### config.mk
export PLATFORM = sky130hd
export DESIGN_NAME = mipsCore
export DESIGN_NICKNAME = d
export VERILOG_FILES = /design/src/rtl/isaPkg.sv /design/src/rtl/corePkg.sv /design/src/rtl/controlUnit.sv /design/src/rtl/regFile.sv /design/src/rtl/alu.sv /design/src/rtl/pcUnit.sv /design/src/rtl/mipsCore.sv
export SDC_FILE = /design/constraint.sdc
export NUM_CORES = 2
export LEC_CHECK = 0
export BUFFER_PORTS_ARGS = -buffer_cell sky130_fd_sc_hd__buf_2
export CORE_MARGIN = 2
export CORE_UTILIZATION = 50
export CTS_CLUSTER_SIZE = 12
export DETAILED_ROUTE_END_ITERATION = 8
export PLACE_DENSITY = 0.67
export SYNTH_ARGS = -nofsm -noshare
export SYNTH_HDL_FRONTEND = slang
export SYNTH_SLANG_ARGS = --single-unit
### constraint.sdc
create_clock -name clk -period 13.5 [get_ports clk]
set_input_delay 2.7 -clock clk [delete_from_list [all_inputs] [get_ports clk]]
set_output_delay 2.7 -clock clk [all_outputs]
set_load 0.03 [all_outputs]
### src/rtl/isaPkg.sv
/*
  Instruction-set encodings for the supported MIPS subset.
  Holds the opcode and function-code values and the instruction word
  union that gives the R, I and J views of one 32-bit word.
*/
`default_nettype none

package isaPkg;

  // ========================================================================
  // primary opcodes, instr[31:26]
  // ========================================================================
  localparam logic [5:0] OP_RTYPE = 6'b000000;
  localparam logic [5:0] OP_LW    = 6'b100011;
  localparam logic [5:0] OP_SW    = 6'b101011;
  localparam logic [5:0] OP_BEQ   = 6'b000100;
  localparam logic [5:0] OP_J     = 6'b000010;
  localparam logic [5:0] OP_JAL   = 6'b000011;

  // function codes, only meaningful with OP_RTYPE
  localparam logic [5:0] FN_ADD = 6'b100000;
  localparam logic [5:0] FN_SUB = 6'b100010;
  localparam logic [5:0] FN_AND = 6'b100100;
  localparam logic [5:0] FN_OR  = 6'b100101;
  localparam logic [5:0] FN_SLT = 6'b101010;
  localparam logic [5:0] FN_JR  = 6'b001000;

  // ========================================================================
  // instruction formats
  // ========================================================================
  typedef struct packed {
    logic [5:0] op;
    logic [4:0] rs;
    logic [4:0] rt;
    logic [4:0] rd;
    logic [4:0] shamt;
    logic [5:0] funct;
  } rTypeT;

  typedef struct packed {
    logic [5:0]  op;
    logic [4:0]  rs;
    logic [4:0]  rt;
    logic [15:0] imm;
  } iTypeT;

  typedef struct packed {
    logic [5:0]  op;
    logic [25:0] target;
  } jTypeT;

  // one fetched word, read through whichever format the opcode selects
  typedef union packed {
    rTypeT rType;
    iTypeT iType;
    jTypeT jType;
  } instrWordT;

endpackage

`default_nettype wire

### src/rtl/corePkg.sv
/*
  Datapath types shared by the core, the data memory and the top level.
  Control word, ALU operation, data memory request and write-back trace.
*/
`default_nettype none

package corePkg;

  // data memory geometry, word addressed
  localparam int DMEM_AW    = 7;
  localparam int DMEM_WORDS = 128;

  typedef enum logic [2:0] {
    ALU_ADD  = 3'd0,
    ALU_SUB  = 3'd1,
    ALU_AND  = 3'd2,
    ALU_OR   = 3'd3,
    ALU_SLT  = 3'd4,
    ALU_NONE = 3'd5
  } aluOpT;

  // decoded control, one per instruction
  typedef struct packed {
    logic  regDst;
    logic  aluSrc;
    logic  memToReg;
    logic  regWrite;
    logic  memWrite;
    logic  jump;
    logic  branch;
    logic  link;
    logic  jumpReg;
    aluOpT aluOp;
  } ctrlT;

  // strobes are active high
  typedef struct packed {
    logic               chipEn;
    logic               writeEn;
    logic [DMEM_AW-1:0] addr;
    logic [31:0]        writeData;
  } memReqT;

  // register write-back, committed at the next rising edge
  typedef struct packed {
    logic        valid;
    logic [4:0]  addr;
    logic [31:0] data;
  } wbInfoT;

endpackage

`default_nettype wire

### src/rtl/controlUnit.sv
/*
  Instruction decoder. Turns opcode and function code into the control
  word, ALU operation included, in a single combinational step.
  Unknown opcodes decode to a no-op; unknown R-type functions give ALU_NONE.
*/
`default_nettype none
`timescale 1ns/100ps

module controlUnit (
  input  isaPkg::instrWordT instr,
  output corePkg::ctrlT     ctrl
);

  import isaPkg::*;
  import corePkg::*;

  always_comb begin
    // start from a no-op, nothing written
    ctrl       = '0;
    ctrl.aluOp = ALU_NONE;

    case (instr.rType.op)
      OP_RTYPE: begin
        ctrl.regDst   = 1'b1;
        ctrl.regWrite = 1'b1;
        case (instr.rType.funct)
          FN_ADD: ctrl.aluOp = ALU_ADD;
          FN_SUB: ctrl.aluOp = ALU_SUB;
          FN_AND: ctrl.aluOp = ALU_AND;
          FN_OR:  ctrl.aluOp = ALU_OR;
          FN_SLT: ctrl.aluOp = ALU_SLT;
          FN_JR: begin
            // jr only redirects the PC
            ctrl.jumpReg  = 1'b1;
            ctrl.regWrite = 1'b0;
          end
          // undefined function, result 0 still written to rd
          default: ctrl.aluOp = ALU_NONE;
        endcase
      end
      OP_LW: begin
        ctrl.aluSrc   = 1'b1;
        ctrl.memToReg = 1'b1;
        ctrl.regWrite = 1'b1;
        ctrl.aluOp    = ALU_ADD;
      end
      OP_SW: begin
        ctrl.aluSrc   = 1'b1;
        ctrl.memWrite = 1'b1;
        ctrl.aluOp    = ALU_ADD;
      end
      OP_BEQ: begin
        // equality from the zero flag of rs - rt
        ctrl.branch = 1'b1;
        ctrl.aluOp  = ALU_SUB;
      end
      OP_J: ctrl.jump = 1'b1;
      OP_JAL: begin
        ctrl.jump     = 1'b1;
        ctrl.link     = 1'b1;
        ctrl.regWrite = 1'b1;
      end
      default: ctrl.aluOp = ALU_NONE;
    endcase
  end

endmodule

`default_nettype wire

### src/rtl/regFile.sv
/*
  General purpose register file, 32 x 32 bits.
  Two combinational read ports, one write port at the rising edge.
  Register 0 reads as zero and ignores writes.
*/
`default_nettype none
`timescale 1ns/100ps

module regFile (
  input  logic        clk,
  input  logic        rst,
  input  logic        we,
  input  logic [4:0]  rAddr1,
  input  logic [4:0]  rAddr2,
  input  logic [4:0]  wAddr,
  input  logic [31:0] wData,
  output logic [31:0] rData1,
  output logic [31:0] rData2
);

  logic [31:0] regs [32];

  // whole array cleared while rst is low
  always_ff @(posedge clk or negedge rst) begin
    if (!rst) begin
      for (int i = 0; i < 32; i++) begin
        regs[i] <= '0;
      end
    end else if (we && (wAddr != 5'd0)) begin
      regs[wAddr] <= wData;
    end
  end

  // r0 hardwired to zero
  assign rData1 = (rAddr1 == 5'd0) ? 32'd0 : regs[rAddr1];
  assign rData2 = (rAddr2 == 5'd0) ? 32'd0 : regs[rAddr2];

endmodule

`default_nettype wire

### src/rtl/alu.sv
/*
  Combinational ALU for add, sub, and, or and signed slt.
  ALU_NONE and any other code give a zero result.
*/
`default_nettype none
`timescale 1ns/100ps

module alu (
  input  logic [31:0]   a,
  input  logic [31:0]   b,
  input  corePkg::aluOpT op,
  output logic [31:0]   result,
  output logic          zero
);

  import corePkg::*;

  always_comb begin
    case (op)
      ALU_ADD: result = a + b;
      ALU_SUB: result = a - b;
      ALU_AND: result = a & b;
      ALU_OR:  result = a | b;
      // two's complement compare
      ALU_SLT: result = ($signed(a) < $signed(b)) ? 32'd1 : 32'd0;
      default: result = 32'd0;
    endcase
  end

  // used by beq with ALU_SUB
  assign zero = (result == 32'd0);

endmodule

`default_nettype wire

### src/rtl/pcUnit.sv
/*
  Program counter and next-address selection.
  Priority is jump, then taken beq, then jr, then sequential PC+4.
  The PC is held at 0 while rst is low.
*/
`default_nettype none
`timescale 1ns/100ps

module pcUnit (
  input  logic          clk,
  input  logic          rst,
  input  corePkg::ctrlT ctrl,
  input  logic          zero,
  input  logic [25:0]   target,
  input  logic [31:0]   offset,
  input  logic [31:0]   jrAddr,
  output logic [31:0]   pc,
  output logic [31:0]   pcPlus4
);

  logic [31:0] jumpAddr;
  logic [31:0] branchAddr;
  logic [31:0] nextPc;
  logic        branchTaken;

  assign pcPlus4 = pc + 32'd4;

  // region of pc+4, word target
  assign jumpAddr = {pcPlus4[31:28], target, 2'b00};

  // word offset relative to the delay-free next PC
  assign branchAddr  = pcPlus4 + {offset[29:0], 2'b00};
  assign branchTaken = ctrl.branch & zero;

  // ==========================================================================
  // next address
  // ==========================================================================
  always_comb begin
    if (ctrl.jump) begin
      nextPc = jumpAddr;
    end else if (branchTaken) begin
      nextPc = branchAddr;
    end else if (ctrl.jumpReg) begin
      nextPc = jrAddr;
    end else begin
      nextPc = pcPlus4;
    end
  end

  always_ff @(posedge clk or negedge rst) begin
    if (!rst) begin
      pc <= 32'd0;
    end else begin
      pc <= nextPc;
    end
  end

endmodule

`default_nettype wire

### src/rtl/mipsCore.sv
/*
  Single-cycle core datapath. Connects decoder, register file, ALU and
  PC unit, selects write destination and write-back data, and drives the
  data memory request and the write-back trace. One instruction per clock.
*/
`default_nettype none
`timescale 1ns/100ps

module mipsCore (
  input  logic              clk,
  input  logic              rst,
  input  isaPkg::instrWordT instr,
  output logic [31:0]       instrAddr,
  output corePkg::memReqT   memReq,
  input  logic [31:0]       readData,
  output corePkg::wbInfoT   wb
);

  import corePkg::*;

  ctrlT        ctrl;
  logic [31:0] rsData;
  logic [31:0] rtData;
  logic [31:0] signImm;
  logic [31:0] aluB;
  logic [31:0] aluResult;
  logic        aluZero;
  logic [31:0] pc;
  logic [31:0] pcPlus4;
  logic [4:0]  wAddr;
  logic [31:0] wData;

  // ==========================================================================
  // decode, operands, execute
  // ==========================================================================
  controlUnit u_ctrl (
    .instr (instr),
    .ctrl  (ctrl)
  );

  regFile u_regs (
    .clk    (clk),
    .rst    (rst),
    .we     (ctrl.regWrite),
    .rAddr1 (instr.rType.rs),
    .rAddr2 (instr.rType.rt),
    .wAddr  (wAddr),
    .wData  (wData),
    .rData1 (rsData),
    .rData2 (rtData)
  );

  // offset for lw, sw and beq
  assign signImm = {{16{instr.iType.imm[15]}}, instr.iType.imm};
  assign aluB    = ctrl.aluSrc ? signImm : rtData;

  alu u_alu (
    .a      (rsData),
    .b      (aluB),
    .op     (ctrl.aluOp),
    .result (aluResult),
    .zero   (aluZero)
  );

  pcUnit u_pc (
    .clk     (clk),
    .rst     (rst),
    .ctrl    (ctrl),
    .zero    (aluZero),
    .target  (instr.jType.target),
    .offset  (signImm),
    .jrAddr  (rsData),
    .pc      (pc),
    .pcPlus4 (pcPlus4)
  );

  assign instrAddr = pc;

  // ==========================================================================
  // write-back selection
  // ==========================================================================
  always_comb begin
    // jal links to r31
    if (ctrl.link) begin
      wAddr = 5'd31;
    end else if (ctrl.regDst) begin
      wAddr = instr.rType.rd;
    end else begin
      wAddr = instr.rType.rt;
    end

    if (ctrl.link) begin
      wData = pcPlus4;
    end else if (ctrl.memToReg) begin
      wData = readData;
    end else begin
      wData = aluResult;
    end
  end

  // memory request, byte address bits 8:2 select the word
  assign memReq.chipEn    = rst & (ctrl.memToReg | ctrl.memWrite);
  assign memReq.writeEn   = rst & ctrl.memWrite;
  assign memReq.addr      = aluResult[DMEM_AW+1:2];
  assign memReq.writeData = rtData;

  // trace only the writes that actually land, never r0
  assign wb.valid = rst & ctrl.regWrite & (wAddr != 5'd0);
  assign wb.addr  = wAddr;
  assign wb.data  = wData;

endmodule

`default_nettype wire

==> run metrics <==
status completed; synthesized cell area 62700 um2; # setup viols final 0; clk root buf clkbuf_16; row count between 100 and 150; DRT antenna net count 0; Initial Util around half; Tot GR Track Use approximately 34%; vias in the first global route 49000; Avg Cell Area, Syn 10.4 um2; Inst Count DP around 7400; Net Count, Synth 6233; R2R Setup Slk 5.45 ns; Routed wire per std cell 28.6 um; Yosys cell types 96; Final nets between 6000 and 7000; Slew Viols, Final 0; fmax ~0.08 GHz; clk slew on worst S/H paths 0.06 ns; period utilisation layout 91.5%; CTS max path bufs 3; setup slack at placement 1.40 ns; Max Cap Violations 0; Synth-to-Final Area Change 8.97%; share of the synthesized area in the top cell type 42.2%; residual DRC count 0; most frequent cells in the layout nand2_1 (1149), dfrtp_1 (1056), o21ai_0 (1042), mux4_2 (592), nor2_1 (254); HP Class reg -> reg; worst path required time ~11 ns; Worst-Skew Late Latency 0.75 ns; Mapped Cells between 6000 and 7000; setup TNS 0 ns; post-synth top area cell dfrtp_1; leak pwr 0.0300 uW; commonest non-fill, non-tap cell in the layout nand2_1; CP Max Fanout 115; die width 358 um; Area contributors post-synth dfrtp_1 (42%), mux4_2 (21%), o21ai_0 (8.4%), nand2_1 (7.1%), clkbuf_1 (2.9%); Setup Buffers After CTS 0; Startpoint Class primary input; Synth Register Bits roughly 1100; hold slack between 0.3 and 0.4 ns; largest net degree at the start of global routing between 100 and 150; Worst setup EP type output pin; RD Place Congestion 1.00; routed vias/inst ~6.6; DRT Pass-1 Iters 6; fraction of registers with async set/reset 100%; sequential area share after synthesis 42.2%; CTS tree built; Peak VDD IR 0.0932 mV; CTS Buf Count 110; Ys Warns 0; die area 128000 um2; Hold Vio Cnt, Final 0; crit path DAT 9.65 ns; Tmin final approximately 12 ns; Hold Buf Count CTS 0; layout cells sized above 1 about 20%; Vert. Die Dim 358 um; Post-synth EDFFs 0; IO buf count 176; H-tree levels 3; core footprint 124000 um2; Tot Pwr 7570 uW; critical path class in -> out; slew margin rel. 19.3%; Worst-Margin Slew 1.21 ns; post-CTS resize count 0; Worst Skew 0.0402 ns; # IOs 177; Non-Filler Instances 7580; P per Cell Area around 110 nW/um2; prevailing post-synth register cell dfrtp_1; first-pass GRT wire length 323000 um; WL final between 200000 and 250000 um; antenna violations before repair 4; RSZ-0062 raised after global routing false; GRT overflow 0; setup ws final 1.15 ns; Vias 50000; clk sinks 1056; DPL Wire Length about 130000 um; DRT iter0 DRCs roughly 5900
-- worst max-delay path, stage by stage --
cell and delay (ns):
buf_8 0.73, buf_4 0.60, a2111oi_0 0.13, nor4_1 0.85, nor3_1 0.10, nor2_1 0.21, mux2i_1 0.16, ha_1 0.29
nor3_1 0.21, o31ai_1 0.15, a41oi_2 0.38, a211oi_1 0.15, a311o_1 0.43, o22a_1 0.29, a21oi_1 0.52, a2bb2oi_1 0.24
xnor2_1 0.18, a22oi_1 0.33, a21oi_1 0.16, a21oi_2 0.43, inv_1 0.07, buf_2 0.19
-- power breakdown --
part	leakage, uW	internal, uW	switching, uW
logic	0.0137	442	795
clock network	0.00171	1720	1320
registers	0.0147	3220	69.2
total	0.0300	5380	2180
-- cells by family (layout without fill, tap and decap cells) --
group	count (synthesis)	in the layout	share of synthesized area [%]
and+or+nand+nor	1764	1764	11.8
buffers and inverters	699	609	4.40
DFF	1056	1056	42.2
other	0	3	0
AOI/OAI and AO/OA	1526	1526	13.5
xor gates and xnor gates	65	65	0.908
adders and majority gates	137	137	2.77
muxes	783	783	24.4
-- state kept, by name, indices dropped and copies added, names as in the netlist --
name,count
u_regs.regs,1024
u_pc.pc,32
-- synth_stat cells (15+ instances only) --
cell type and count:
nand3_1 62, nand2_1 1181, o21ai_0 1051, inv_1 136, o21a_1 15, o21bai_1 23, a22oi_1 21, o22ai_1 16
xor2_1 20, nor2_1 254, dfrtp_1 1056, mux2_2 26, or2_2 28, a211oi_1 18, nor4_1 18, or3_1 16
and2_1 15, nor2b_1 30, and3_1 25, a21o_1 25, clkbuf_1 478, mux2i_1 163, nor3_1 63, nand2b_1 22
buf_1 52, a31oi_1 18, mux4_2 592, xnor2_1 45, ha_1 134, a21oi_1 199
-- metal layers --
metal	share of wire (%)	vias to the layer above	track usage, %	wire length (um)
li1	-	21500	-	-
met5	0.0046	-	0	10
met1	40	25500	47.6	86700
met3	11	487	8.68	23500
met4	4.2	2	13.4	9040
met2	45	2578	51.8	97600
-- stage by stage --
| stage | area, um2 | utilization (%) |
|---|---|---|
| floorplan | 62700 | - |
| global placement | 64800 | 52.3 |
| detailed placement | 64800 | 52.3 |
| CTS | 68300 | 55.1 |
| global route | 68300 | 55.1 |
| finish | 68300 | 55.1 |
-- cell type report --
type / instances / area [um2]
inverter: 138 / 520
timing repair buffer: 285 / 1880
fill: 10600 / 55700
antenna: 3 / 7.51
multi-input combinational: 4275 / 33900
clock inverter: 26 / 347
clock buffer: 160 / 3150
tap: 1637 / 2050
sequential: 1056 / 26400
-- final timing paths --
| kind | startpoint | end | depth (start not counted) |
|---|---|---|---|
| worst max-delay path | instr[17] | wb[24] | 22 |
| worst min-delay path | u_regs.regs[1022] | u_regs.regs[1022] | 0 |
| worst max register to register | u_regs.regs[9] | u_pc.pc[25] | 18 |
| worst min register to register | u_regs.regs[1022] | u_regs.regs[1022] | 0 |
| max in group asynchronous | rst | u_regs.regs[984] | 5 |
| min in group asynchronous | rst | u_regs.regs[770] | 1 |
No activity file was read; power rests on OpenSTA's default activity.
